[src/logic/cheri_defs.svh]
/*
 * operator vector width and default configuration bits
 * for the CHERI decode slice
 */
`ifndef CHERI_DEFS_SVH
`define CHERI_DEFS_SVH

// one bit per decoded operator, top bit is a spare slot
`define CHERI_OPDW 33

// pipelined capability load, off by default
`define CHERI_PPLBC_DEF 1'b0
// two-cycle set-bounds, on by default
`define CHERI_SBND2_DEF 1'b1

`endif

[src/logic/cheri_pkg.sv]
/*
 * shared types for the CHERI decode slice: operator index enum,
 * operator vector, instruction, immediate and register index types
 */
`include "cheri_defs.svh"

package cheri_pkg;

  // raw instruction word and its extended immediate
  typedef logic [31:0] instr_t;
  typedef logic [31:0] imm_t;

  // register or special capability register index
  typedef logic [4:0] reg_addr_t;

  // one-hot operator vector, indexed by cheri_op_e
  typedef logic [`CHERI_OPDW-1:0] cheri_opvec_t;

  // bit positions inside cheri_opvec_t
  typedef enum logic [5:0] {
    // register format, funct3 = 0, funct7 selects
    CCSR_RW,
    CSET_BOUNDS,
    CSET_BOUNDS_EX,
    CSEAL,
    CUNSEAL,
    CAND_PERM,
    CSET_ADDR,
    CINC_ADDR,
    CSUB_CAP,
    CSET_HIGH,
    CIS_SUBSET,
    CIS_EQUAL,
    // get/move format, funct7 = 0x7f, imm5 selects
    CGET_PERM,
    CGET_TYPE,
    CGET_BASE,
    CGET_HIGH,
    CGET_TOP,
    CGET_LEN,
    CGET_TAG,
    CRRL,
    CRAM,
    CGET_ADDR,
    CMOVE_CAP,
    CCLEAR_TAG,
    // immediate format, funct3 selects
    CINC_ADDR_IMM,
    CSET_BOUNDS_IMM,
    // capability forms of base opcodes
    CAUIPCC,
    CAUICGP,
    CJALR,
    CJAL,
    CLOAD_CAP,
    CSTORE_CAP
  } cheri_op_e;

endpackage

[src/logic/cheri_predecoder.sv]
/*
 * major opcode predecode into CHERI instruction class enables,
 * qualified by capability mode
 */
`timescale 1ns/1ns

module cheri_predecoder import cheri_pkg::*; (
  input  instr_t instr_i,
  input  logic   cheri_pmode_i,
  output logic   opcode_en_o,
  output logic   auipcc_en_o,
  output logic   auicgp_en_o,
  output logic   jalr_en_o,
  output logic   jal_en_o,
  output logic   cload_en_o,
  output logic   cstore_en_o
);

  logic [6:0] opcode;
  logic [2:0] funct3;
  logic       funct3_dword;

  assign opcode = instr_i[6:0];
  assign funct3 = instr_i[14:12];

  // capability load/store reuse the LD/SD width code
  assign funct3_dword = (funct3 == 3'd3);

  always_comb begin
    opcode_en_o = 1'b0;
    auipcc_en_o = 1'b0;
    auicgp_en_o = 1'b0;
    jalr_en_o   = 1'b0;
    jal_en_o    = 1'b0;
    cload_en_o  = 1'b0;
    cstore_en_o = 1'b0;

    // integer mode never sees a CHERI instruction
    if (cheri_pmode_i) begin
      case (opcode)
        7'h5b: opcode_en_o = 1'b1;
        7'h17: auipcc_en_o = 1'b1;
        7'h7b: auicgp_en_o = 1'b1;
        7'h67: jalr_en_o   = 1'b1;
        7'h6f: jal_en_o    = 1'b1;
        7'h03: cload_en_o  = funct3_dword;
        7'h23: cstore_en_o = funct3_dword;
        default: begin
          opcode_en_o = 1'b0;
        end
      endcase
    end
  end

endmodule

[src/logic/cheri_decoder.sv]
/*
 * CHERI operator decode into a one-hot vector, plus cs2 index,
 * register-file use flags and the multicycle hint
 */
`timescale 1ns/1ns
`include "cheri_defs.svh"

module cheri_decoder import cheri_pkg::*; #(
  parameter bit CheriPPLBC = `CHERI_PPLBC_DEF,
  parameter bit CheriSBND2 = `CHERI_SBND2_DEF
) (
  input  instr_t       instr_i,
  input  logic         opcode_en_i,
  input  logic         auipcc_en_i,
  input  logic         auicgp_en_i,
  input  logic         jalr_en_i,
  input  logic         jal_en_i,
  input  logic         cload_en_i,
  input  logic         cstore_en_i,
  input  logic         cheri_tsafe_en_i,
  output logic         instr_is_cheri_o,
  output logic         instr_is_legal_o,
  output cheri_opvec_t operator_o,
  output reg_addr_t    cs2_o,
  output logic         rf_ren_b_o,
  output logic         rf_we_o,
  output logic         multicycle_o
);

  logic [2:0] funct3;
  logic [6:0] funct7;
  logic [4:0] imm5;
  logic       bounds_op;

  assign funct3 = instr_i[14:12];
  assign funct7 = instr_i[31:25];
  assign imm5   = instr_i[24:20];

  // three formats share opcode 0x5b
  //   funct3 != 0           immediate ops
  //   funct3 == 0           register ops, funct7 selects
  //   funct7 == 0x7f        get/move ops, imm5 selects
  always_comb begin
    operator_o = '0;

    if (opcode_en_i) begin
      case (funct3)
        3'd0: begin
          if (funct7 == 7'h7f) begin
            case (imm5)
              5'h00: operator_o[CGET_PERM]  = 1'b1;
              5'h01: operator_o[CGET_TYPE]  = 1'b1;
              5'h02: operator_o[CGET_BASE]  = 1'b1;
              5'h03: operator_o[CGET_LEN]   = 1'b1;
              5'h04: operator_o[CGET_TAG]   = 1'b1;
              5'h08: operator_o[CRRL]       = 1'b1;
              5'h09: operator_o[CRAM]       = 1'b1;
              5'h0a: operator_o[CMOVE_CAP]  = 1'b1;
              5'h0b: operator_o[CCLEAR_TAG] = 1'b1;
              5'h0f: operator_o[CGET_ADDR]  = 1'b1;
              5'h17: operator_o[CGET_HIGH]  = 1'b1;
              5'h18: operator_o[CGET_TOP]   = 1'b1;
              default: ;
            endcase
          end else begin
            case (funct7)
              7'h01: operator_o[CCSR_RW]        = 1'b1;
              7'h08: operator_o[CSET_BOUNDS]    = 1'b1;
              7'h09: operator_o[CSET_BOUNDS_EX] = 1'b1;
              7'h0b: operator_o[CSEAL]          = 1'b1;
              7'h0c: operator_o[CUNSEAL]        = 1'b1;
              7'h0d: operator_o[CAND_PERM]      = 1'b1;
              7'h10: operator_o[CSET_ADDR]      = 1'b1;
              7'h11: operator_o[CINC_ADDR]      = 1'b1;
              7'h14: operator_o[CSUB_CAP]       = 1'b1;
              7'h16: operator_o[CSET_HIGH]      = 1'b1;
              7'h20: operator_o[CIS_SUBSET]     = 1'b1;
              7'h21: operator_o[CIS_EQUAL]      = 1'b1;
              default: ;
            endcase
          end
        end
        3'd1:    operator_o[CINC_ADDR_IMM]   = 1'b1;
        3'd2:    operator_o[CSET_BOUNDS_IMM] = 1'b1;
        default: ;
      endcase
    end

    // base-opcode forms map one to one
    operator_o[CAUIPCC]    = auipcc_en_i;
    operator_o[CAUICGP]    = auicgp_en_i;
    operator_o[CJALR]      = jalr_en_i;
    operator_o[CJAL]       = jal_en_i;
    operator_o[CLOAD_CAP]  = cload_en_i;
    operator_o[CSTORE_CAP] = cstore_en_i;
  end

  assign instr_is_cheri_o = opcode_en_i | auipcc_en_i | auicgp_en_i | jalr_en_i |
                            jal_en_i | cload_en_i | cstore_en_i;

  assign instr_is_legal_o = |operator_o;

  // special capability register index for CSpecialRW
  assign cs2_o = operator_o[CCSR_RW] ? imm5 : '0;

  // early read hint, taken from fields only so it stays off the opcode path
  assign rf_ren_b_o = (funct3 == 3'd0) && (funct7 != 7'h7f);

  // stores are the only class with no destination
  assign rf_we_o = opcode_en_i | auipcc_en_i | auicgp_en_i | jalr_en_i |
                   jal_en_i | cload_en_i;

  assign bounds_op = operator_o[CSET_BOUNDS] | operator_o[CSET_BOUNDS_EX] |
                     operator_o[CSET_BOUNDS_IMM] | operator_o[CRRL] | operator_o[CRAM];

  assign multicycle_o = (operator_o[CLOAD_CAP] & cheri_tsafe_en_i & ~CheriPPLBC) |
                        (CheriSBND2 & bounds_op);

endmodule

[src/logic/cheri_imm_select.sv]
/*
 * immediate assembly for CHERI operators, one 32-bit value
 * from the I, S, U or J field layout
 */
`timescale 1ns/1ns

module cheri_imm_select import cheri_pkg::*; (
  input  instr_t       instr_i,
  input  cheri_opvec_t operator_i,
  output imm_t         imm_o
);

  logic [11:0] i_field;
  logic [11:0] s_field;
  logic [19:0] u_field;
  logic [20:0] j_field;
  logic        i_signed_op;

  assign i_field = instr_i[31:20];
  assign s_field = {instr_i[31:25], instr_i[11:7]};
  assign u_field = instr_i[31:12];

  // jump offset, bit 0 always zero
  assign j_field = {instr_i[31], instr_i[19:12], instr_i[20], instr_i[30:21], 1'b0};

  assign i_signed_op = operator_i[CJALR] | operator_i[CINC_ADDR_IMM] |
                       operator_i[CLOAD_CAP];

  always_comb begin
    imm_o = '0;

    if (i_signed_op) begin
      imm_o = {{20{i_field[11]}}, i_field};
    end else if (operator_i[CSET_BOUNDS_IMM]) begin
      // length operand is unsigned
      imm_o = {20'h0, i_field};
    end else if (operator_i[CSTORE_CAP]) begin
      imm_o = {{20{s_field[11]}}, s_field};
    end else if (operator_i[CAUIPCC] | operator_i[CAUICGP]) begin
      imm_o = {u_field, 12'h0};
    end else if (operator_i[CJAL]) begin
      imm_o = {{11{j_field[20]}}, j_field};
    end
  end

endmodule

[src/logic/cheri_decode_unit.sv]
/*
 * CHERI decode slice top: predecode, operator decode and
 * immediate select, followed by one output register stage
 */
`timescale 1ns/1ns

module cheri_decode_unit import cheri_pkg::*; (
  input  logic         clk_i,
  input  logic         rst_n_i,
  input  logic         instr_valid_i,
  input  instr_t       instr_rdata_i,
  input  logic         cheri_pmode_i,
  input  logic         cheri_tsafe_en_i,
  output logic         dec_valid_o,
  output logic         instr_is_cheri_o,
  output logic         instr_is_legal_o,
  output cheri_opvec_t operator_o,
  output imm_t         imm_o,
  output reg_addr_t    cs2_o,
  output logic         rf_ren_b_o,
  output logic         rf_we_o,
  output logic         multicycle_o
);

  // class enables
  logic opcode_en;
  logic auipcc_en;
  logic auicgp_en;
  logic jalr_en;
  logic jal_en;
  logic cload_en;
  logic cstore_en;

  // combinational decode results
  logic         is_cheri_d;
  logic         is_legal_d;
  cheri_opvec_t operator_d;
  imm_t         imm_d;
  reg_addr_t    cs2_d;
  logic         rf_ren_b_d;
  logic         rf_we_d;
  logic         multicycle_d;

  cheri_predecoder u_predecoder (
    .instr_i       (instr_rdata_i),
    .cheri_pmode_i (cheri_pmode_i),
    .opcode_en_o   (opcode_en),
    .auipcc_en_o   (auipcc_en),
    .auicgp_en_o   (auicgp_en),
    .jalr_en_o     (jalr_en),
    .jal_en_o      (jal_en),
    .cload_en_o    (cload_en),
    .cstore_en_o   (cstore_en)
  );

  cheri_decoder u_decoder (
    .instr_i          (instr_rdata_i),
    .opcode_en_i      (opcode_en),
    .auipcc_en_i      (auipcc_en),
    .auicgp_en_i      (auicgp_en),
    .jalr_en_i        (jalr_en),
    .jal_en_i         (jal_en),
    .cload_en_i       (cload_en),
    .cstore_en_i      (cstore_en),
    .cheri_tsafe_en_i (cheri_tsafe_en_i),
    .instr_is_cheri_o (is_cheri_d),
    .instr_is_legal_o (is_legal_d),
    .operator_o       (operator_d),
    .cs2_o            (cs2_d),
    .rf_ren_b_o       (rf_ren_b_d),
    .rf_we_o          (rf_we_d),
    .multicycle_o     (multicycle_d)
  );

  cheri_imm_select u_imm_select (
    .instr_i    (instr_rdata_i),
    .operator_i (operator_d),
    .imm_o      (imm_d)
  );

  // valid pulse follows the input strobe by one cycle
  always_ff @(posedge clk_i) begin
    if (!rst_n_i) begin
      dec_valid_o <= 1'b0;
    end else begin
      dec_valid_o <= instr_valid_i;
    end
  end

  // results only load on a strobe, otherwise hold
  always_ff @(posedge clk_i) begin
    if (!rst_n_i) begin
      instr_is_cheri_o <= 1'b0;
      instr_is_legal_o <= 1'b0;
      operator_o       <= '0;
      imm_o            <= '0;
      cs2_o            <= '0;
      rf_ren_b_o       <= 1'b0;
      rf_we_o          <= 1'b0;
      multicycle_o     <= 1'b0;
    end else if (instr_valid_i) begin
      instr_is_cheri_o <= is_cheri_d;
      instr_is_legal_o <= is_legal_d;
      operator_o       <= operator_d;
      imm_o            <= imm_d;
      cs2_o            <= cs2_d;
      rf_ren_b_o       <= rf_ren_b_d;
      rf_we_o          <= rf_we_d;
      multicycle_o     <= multicycle_d;
    end
  end

endmodule

[config.mk]
export PLATFORM = sky130hd
export DESIGN_NAME = cheri_decode_unit
export DESIGN_NICKNAME = d
export VERILOG_FILES = /design/src/logic/cheri_pkg.sv /design/src/logic/cheri_predecoder.sv /design/src/logic/cheri_decoder.sv /design/src/logic/cheri_imm_select.sv /design/src/logic/cheri_decode_unit.sv
export VERILOG_INCLUDE_DIRS = /design/src /design/src/logic
export SDC_FILE = /design/constraint.sdc
export NUM_CORES = 1
export LEC_CHECK = 0
export ABC_CLOCK_PERIOD_IN_PS = 2850
export BUFFER_PORTS_ARGS = -buffer_cell sky130_fd_sc_hd__buf_4
export CORE_ASPECT_RATIO = 0.75
export CORE_MARGIN = 8
export CORE_UTILIZATION = 54
export CTS_BUF_LIST = sky130_fd_sc_hd__clkbuf_16
export DETAILED_ROUTE_END_ITERATION = 7
export PLACE_DENSITY = 0.85
export SKIP_CTS_REPAIR_TIMING = 1
export SYNTH_ARGS = -nofsm -noshare
export SYNTH_HDL_FRONTEND = slang
export SYNTH_SLANG_ARGS = --single-unit
[constraint.sdc]
create_clock -name clk_i -period 2.85 [get_ports clk_i]
set_input_delay 0.57 -clock clk_i [delete_from_list [all_inputs] [get_ports clk_i]]
set_output_delay 0.57 -clock clk_i [all_outputs]
set_load 0.005 [all_outputs]
Word level (Yosys, flattened, before mapping)
Index checks and enable logic that the tools add are counted.
Widths: inputs -> output; s select.
Operators by class
  mux-type cells: 50
  equal/unequal tests: 35
  reductions and logical operators: 4
  bitwise logic cells: 15
Operator list (number)
  $mux 32: 5
  $mux 1: 40
  $eq 7x4->1 const B: 5
  $eq 7x5->1 const B: 5
  $eq 7x7->1 const B: 5
  $reduce_or 32->1: 1
  $mux 26: 1
  $eq 5x4->1 const B: 5
  $mux 12: 2
  $mux 24: 1
  $eq 7x6->1 const B: 3
  $or 1x1->1: 14
  $eq 5x2->1 const B: 2
  $eq 5x5->1 const B: 2
  $eq 7x1->1 const B: 1
  $eq 7x2->1 const B: 1
  $ne 7x7->1 const B: 1
  $eq 3x2->1 const B: 2
  $eq 5x1->1 const B: 1
  $eq 5x3->1 const B: 1
  $logic_not 5->1: 1
  $mux 5: 1
  $eq 3x1->1 const B: 1
  $logic_not 3->1: 1
  2 further kinds: 2
Word-level totals
  flip-flop bits (word level): 75
  bits of input ports: 37

Logic depth before layout (Yosys ltp)
Gate-level depths: netlist of run 1.
  word-level depth: 10
  mapped depth: 8
  gate-level depth less buffers: 6

Modules after synthesis
Synthesis of run 1 repeated with hierarchy kept, for this count alone.
Unflattened totals
  cell total of the unflattened synthesis: 442
  area total of the unflattened synthesis: 4162.7 um2
By module, submodules not included
  cheri_decode_unit: area an instance 2904.0 um2, instances 1, seq. area each 1521.5 um2, cells an instance 244
  cheri_decoder: area an instance 699.4 um2, instances 1, seq. area each 0.0 um2, cells an instance 113
  cheri_imm_select: area an instance 450.4 um2, instances 1, seq. area each 0.0 um2, cells an instance 68
  cheri_predecoder: area an instance 108.9 um2, instances 1, seq. area each 0.0 um2, cells an instance 17

Least setup slack after synthesis of run 1
Ideal clock, no wire load.
  path type: input to register
  start point: input port instr_rdata_i[5]
  end point: register imm_o[14]
  data arrival time: 2.014 ns
  cell stages on the path: 8
  slack: 0.717 ns
  library setup time: 0.119 ns
  data required time: 2.731 ns
  cell sequence: buf_2 -> nor2b_4 -> nand4_1 -> nor3_1 -> a211o_1 -> buf_2 -> nor2_1 -> o221a_2
Between the ends
  word-level cells in the longest chain between the ends: 8
RTL lines
  start: declaration: RTL line cheri_decode_unit.sv:11  | input instr_t instr_rdata_i,
  $eq 7x7->1 or $eq 7x5->1 (tied branches): RTL line cheri_predecoder.sv:40  | case (opcode)
  $mux 1: RTL line cheri_predecoder.sv:40
  $mux 1: RTL line cheri_predecoder.sv:39  | if (cheri_pmode_i) begin
  $mux 32 or $or 1x1->1 (tied branches): RTL line cheri_imm_select.sv:41, cheri_imm_select.sv:39
  $mux 32: RTL line cheri_imm_select.sv:39  | end else if (operator_i[CAUIPCC] | operator_i[CAUICGP]) begin
  $mux 32: RTL line cheri_imm_select.sv:37  | end else if (operator_i[CSTORE_CAP]) begin
  $mux 32: RTL line cheri_imm_select.sv:34  | end else if (operator_i[CSET_BOUNDS_IMM]) begin
  $mux 32 *: RTL line cheri_imm_select.sv:32  | if (i_signed_op) begin
  end signal: assignment: RTL line cheri_decode_unit.sv:105  | imm_o <= imm_d;
  end: declaration: RTL line cheri_decode_unit.sv:18  | output imm_t imm_o,
Mark *: on every way between the ends. The rest lies on a longest branch, timed or not.
A chain may end at the register's enable or synchronous reset.

Worst setup path after layout of run 1
  start point: input port instr_rdata_i[4]
  end point: register imm_o[24]
The elaborated chain is that of the path after synthesis.

==> impl_metrics.yaml, run 1 <==
run_status:
  status: "completed"
finish:
  drive_gt1_share_pct: 30.6
  layout_common_cells: "buf_4 (117), dfxtp_1 (75), nand2_1 (38)"
  antenna_cells: 0
  multi_input_area_sq_um: 1750
  areaGrowthSynthToFinish_pct: 34.1
  seq_area_sq_um: 1500
  fillCellCount: 464
  layout.nets: 528
  final_common_cell: "buf_4"
  design_area_sq_um: 4570
floorplanning:
  rows: 25
  die_area_sq_um: 9130
  core-area_sq_um: 6190
  die_h_um: 84.8
  io_pins: 113
  die_w_um: 108
  initial_core_util_pct: 55.0
pwr:
  p_leak_nw: 1.96
  switchingPower_mw: 0.567
  combinationalPowerShare_pct: 8.7
  pwr-share-seq_pct: 43.3
  p_clk_share_pct: 48.0
  power_density_nw_per_um2: 547
  internal-power_mw: 1.93
  irDropWorstVdd_uv: 558
  swShare_pct: 22.7
setup_path:
  worst_path_max_delay_cell: "nor3_1"
  cp_max_fo: 21
  r2r-start: "imm_o[3]$_SDFFE_PN0P_"
  endpoint_kind: "register"
  critical_path_class: "input port to register"
  path_buf_inv: 1
  arrival_ns: 2.65
  cpLargestDelayFamily: "simple AND/OR/NAND/NOR gates"
  r2r_end: "imm_o[3]$_SDFFE_PN0P_"
  r2r_setup_slack_ns: 2.06
  cp-start-kind: "input port"
  path_cells: "buf_4, nor2b_4, nand4_1, nor3_1, a211o_1, a21oi_1, o221a_2"
  cpPeakStageDelay_ns: 0.62
  required_ns: 3.07
  worst_r2r_path_depth: 2
job:
  cap_violations: 0
routing:
  wl_per_cell_um: 18.9
  top_layer: "met4"
  vias_per_cell: 6.07
  wl_met1_mm: 4.79
  drc_errors: 0
  first_pass_iters: 7
  drt_wl_total_mm: 10.9
  ant_nets: 0
  wl_met3_mm: 1.14
  drt-initial-drc-count: 335
  vias: 3502
  wl_met2_mm: 4.66
cts:
  clk_pin_slew_worst_paths_ns: 0.06
  clk_path_buf_depth: 2
  numCtsBuffers: 9
  cts_tree: "yes"
  htreeDepth: 3
  clk_latency_ns: 0.33
  cts_root_buf: "clkbuf_16"
  cts.sinks: 75
logic_synthesis:
  synth-seq-cells: 75
  synth_area_per_cell_sq_um: 8.58
  synth_fp_nets: 434
  synth_cells: 397
  yosysWarnings: 0
  yosysTopAreaCell: "dfxtp_1"
  synth_area_leaders: "dfxtp_1 (44%), o21ai_0 (4.9%), nand2_1 (4.2%)"
  ys_types: 49
  synth-edff-count: 0
  synth_top_area_share_pct: 44.1
  async_flop_share_pct: 0
  syn_area_sq_um: 3400
  seq_area_frac_synth_pct: 44.1
  synth-main-ff-cell: "dfxtp_1"
sta:
  hold_ws_ns: 0.454
  hold_viol: 0
  setup_tns_ns: 0
  fmax_ghz: 0.412
  max_slew.worst_pin.slew_ns: 0.785
  final.setup_skew_ns: 0
  slew_headroom_pct: 47.7
  period_share_pct: 85.2
  rsz0062_at_grt: "false"
  setup_viol: 0
  drv_slew: 0
  final.min_clock_period_ns: 2.43
global_routing:
  grt_first_pass_wirelength_mm: 17.7
  antenna_found_initial: 0
  grt_max_degree: 45
  grt_use_total_pct: 24.0
  grt.overflow.total: 0
  first_global_vias: 3396
worst_hold_path:
  hp-class: "register to register"
  min_delay_path_depth: 2
  min_from: "operator_o[4]$_SDFFE_PN0P_"
  holdPathEnd: "operator_o[4]$_SDFFE_PN0P_"
placed_design:
  dpl_cell_area_sq_um: 4250
  place_congestion: 0.945
  io_buffers: 111
  dpl.hpwl_mm: 7.99
-- area by class of cell --
cell class | count | area share, %
multi-input combinational | 283 | 38.3
inverter | 5 | 0.411
sequential | 75 | 32.9
tap | 81 | 2.22
clock buffer | 9 | 4.93
timing repair buffer | 117 | 19.2
clock inverter | 7 | 2.03
-- cell usage after synthesis, drive strengths merged, types with 5 or more instances --
library cell   n
nor3          11
a21boi         9
o221a         12
nand2         38
o31ai          6
clkbuf        29
inv            5
a21oi         26
nor2b         15
and2           5
o21ai         33
nand3         22
buf            5
nor2          16
nand2b        12
and3           6
dfxtp         75
a22o          13
nand4          9
-- state kept, by name, summed over array words and instances, names as in the netlist --
register and count:
imm_o 32, operator_o 32, cs2_o 5, dec_valid_o 1, instr_is_cheri_o 1, instr_is_legal_o 1
multicycle_o 1, rf_ren_b_o 1, rf_we_o 1
-- metrics by stage --
stage | std cells | util [%] | worst slack, ns | power (mW)
2_1_floorplan | 397 | - | 0.717 | 1.21
6_report | 577 | 73.7 | 0.421 | 2.50
3_5_place_dp | 561 | 68.6 | 0.202 | 1.32
5_1_grt | 577 | 73.7 | 0.208 | 2.58
4_1_cts | 577 | 73.7 | 0.522 | 2.50
3_3_place_gp | 561 | 68.6 | 0.377 | 1.31
-- power by group through the flow --
| stage | Clock [mW] | Combinational (mW) | Sequential (mW) |
|---|---|---|---|
| floorplan | 0 | 0.106 | 1.10 |
| global placement | 0 | 0.208 | 1.10 |
| detailed placement | 0 | 0.213 | 1.10 |
| CTS | 1.21 | 0.214 | 1.08 |
| global route | 1.26 | 0.234 | 1.08 |
| finish | 1.20 | 0.217 | 1.08 |
-- worst max path at each step --
stage                startpoint                     end  slack, ns  depth (start not counted)
2_1_floorplan  instr_rdata_i[5]  imm_o[14]$_SDFFE_PN0P_       0.72                          8
3_3_place_gp   instr_rdata_i[4]  imm_o[29]$_SDFFE_PN0P_       0.38                          7
3_5_place_dp   instr_rdata_i[4]  imm_o[24]$_SDFFE_PN0P_       0.20                          7
4_1_cts        instr_rdata_i[4]  imm_o[24]$_SDFFE_PN0P_       0.52                          7
5_1_grt        instr_rdata_i[4]  imm_o[24]$_SDFFE_PN0P_       0.21                          7
6_report       instr_rdata_i[4]  imm_o[24]$_SDFFE_PN0P_       0.42                          7
-- worst reg2reg max path: stages, from the launching register on --
cell     delay (ns)
dfxtp_1        0.32
a22o_1         0.22
a21o_1         0.15
-- layer usage --
metal	vias to the layer above	global-route usage, %
met5	-	0
met4	0	10.1
met2	217	34.4
met3	36	7.35
met1	1614	32.2
li1	1635	-
-- logic make-up after synthesis --
kind of cell | after synthesis | synth area share (%)
compound gates | 119 | 23.8
xor+xnor | 2 | 0.515
buf+inv | 39 | 4.63
flops | 75 | 44.1
mux | 4 | 1.18
other cells | 1 | 0.110
simple gates | 157 | 25.7
No activity file was read; power rests on OpenSTA's default activity.
==> run 2: changes to the inputs <==
--- a/config.mk
+++ b/config.mk
@@ -13,6 +13,7 @@
 export CORE_UTILIZATION = 54
 export CTS_BUF_LIST = sky130_fd_sc_hd__clkbuf_16
 export DETAILED_ROUTE_END_ITERATION = 7
+export MAX_ROUTING_LAYER = met4
 export PLACE_DENSITY = 0.85
 export SKIP_CTS_REPAIR_TIMING = 1
 export SYNTH_ARGS = -nofsm -noshare
==> impl_metrics.yaml, run 2 (same netlist as run 1, synthesis figures left out) <==
worst_hold_path:
  hp-class: "register to register"
  holdPathEnd: "operator_o[22]$_SDFFE_PN0P_"
  min_delay_path_depth: 2
  min_from: "operator_o[22]$_SDFFE_PN0P_"
setup_path:
  r2r_end: "imm_o[3]$_SDFFE_PN0P_"
  cp-start-kind: "input port"
  required_ns: 3.07
  endpoint_kind: "register"
  critical_path_class: "input port to register"
  r2r-start: "imm_o[3]$_SDFFE_PN0P_"
  cp_max_fo: 21
  arrival_ns: 2.52
  r2r_setup_slack_ns: 2.06
  worst_r2r_path_depth: 2
placed_design:
  io_buffers: 111
  dpl_cell_area_sq_um: 4250
  dpl.hpwl_mm: 7.95
  place_congestion: 0.947
  dp_cells: 561
  pre_cts_ws_ns: 0.242
routing:
  drt-initial-drc-count: 349
  first_pass_iters: 5
  drc_errors: 0
  wl_met3_mm: 1.10
  drt_wl_total_mm: 10.8
  wl_per_cell_um: 18.8
  vias: 3473
  ant_nets: 0
  wl_met1_mm: 4.89
  top_layer: "met4"
  wl_met2_mm: 4.67
  vias_per_cell: 6.02
global_routing:
  grt.overflow.total: 0
  grt_max_degree: 45
  antenna_found_initial: 0
  grt_use_total_pct: 24.3
  first_global_vias: 3406
  grt_first_pass_wirelength_mm: 17.5
floorplanning:
  rows: 25
  die_w_um: 108
  die_area_sq_um: 9130
  initial_core_util_pct: 55.0
  core-area_sq_um: 6190
  io_pins: 113
  die_h_um: 84.8
sta:
  setup_viol: 0
  drv_slew: 0
  final.min_clock_period_ns: 2.29
  setup_tns_ns: 0
  layout_setup_ws_ns: 0.557
  rsz0062_at_grt: "false"
  max_slew.worst_pin.slew_ns: 0.751
  hold_viol: 0
  slew_headroom_pct: 49.9
  final.setup_skew_ns: 0
  fmax_ghz: 0.436
  period_share_pct: 80.5
cts:
  clk_pin_slew_worst_paths_ns: 0.06
  numCtsBuffers: 9
  clk_path_buf_depth: 2
  clk_latency_ns: 0.33
  cts_tree: "yes"
  htreeDepth: 3
  cts_root_buf: "clkbuf_16"
  cts.sinks: 75
finish:
  layout.nets: 528
  reg_top3: "imm_o x32, operator_o x32, cs2_o x5"
  antenna_cells: 0
  final_common_cell: "buf_4"
  design_area_sq_um: 4570
  layout_common_cells: "buf_4 (117), dfxtp_1 (75), nand2_1 (38)"
  areaGrowthSynthToFinish_pct: 34.1
  instances_no_fill: 577
  fillCellCount: 485
  utilization_pct: 73.7
  drive_gt1_share_pct: 30.4
pwr:
  power_density_nw_per_um2: 550
  irDropWorstVdd_uv: 347
  p_leak_nw: 1.96
run_status:
  status: "completed"
job:
  cap_violations: 0
-- run 2: changes by cell type in the layout (fill, tap and decap cells not counted), sizes merged --
cell	change
clkinv	+1
clkinvlp	-1
-- run 2: where the power goes --
part           leakage, nW  total, mW  switching (mW)  internal [mW]
logic                 1.20      0.217           0.121         0.0968
registers            0.609       1.08          0.0111           1.07
clock network        0.155       1.21           0.448          0.765
total                 1.96       2.51           0.580           1.93
-- run 2: worst max-delay path by stage --
stage | slack [ns] | end | startpoint | cells past startpoint
final | 0.56 | imm_o[20]$_SDFFE_PN0P_ | instr_rdata_i[4] | 7
after global routing | 0.33 | imm_o[20]$_SDFFE_PN0P_ | instr_rdata_i[4] | 7
after CTS | 0.60 | imm_o[20]$_SDFFE_PN0P_ | instr_rdata_i[4] | 7
after detailed placement | 0.24 | imm_o[20]$_SDFFE_PN0P_ | instr_rdata_i[4] | 7
after global placement | 0.37 | imm_o[20]$_SDFFE_PN0P_ | instr_rdata_i[4] | 7
after floorplan | 0.72 | imm_o[14]$_SDFFE_PN0P_ | instr_rdata_i[5] | 8
-- run 2: metrics by stage --
| stage | power, mW | hold WS (ns) |
|---|---|---|
| final | 2.51 | 0.457 |
| after global routing | 2.59 | 0.482 |
| after floorplan | 1.21 | 0.444 |
| after detailed placement | 1.31 | 0.445 |
| after global placement | 1.31 | 0.436 |
| after CTS | 2.51 | 0.458 |
-- run 2: layout make-up --
class	instances	area [sq um]	area share, %
clock inverters	7	92.6	2.03
well taps	81	101	2.22
inverters	5	18.8	0.411
repair buffers	117	878	19.2
multi-input cells	283	1750	38.3
flip-flops and latches	75	1500	32.9
clock buffers	9	225	4.93
-- run 2: metal layers --
| layer | global-route usage [%] | vias up |
|---|---|---|
| li1 | - | 1630 |
| met1 | 32.2 | 1644 |
| met2 | 34.3 | 179 |
| met3 | 7.65 | 20 |
| met4 | 7.41 | 0 |
| met5 | - | - |
-- run 2: critical path, stage by stage --
cell and delay (ns):
buf_4 0.21, nor2b_4 0.24, nand4_1 0.20, nor3_1 0.52, a211o_1 0.39, a21oi_1 0.10, o221a_2 0.28
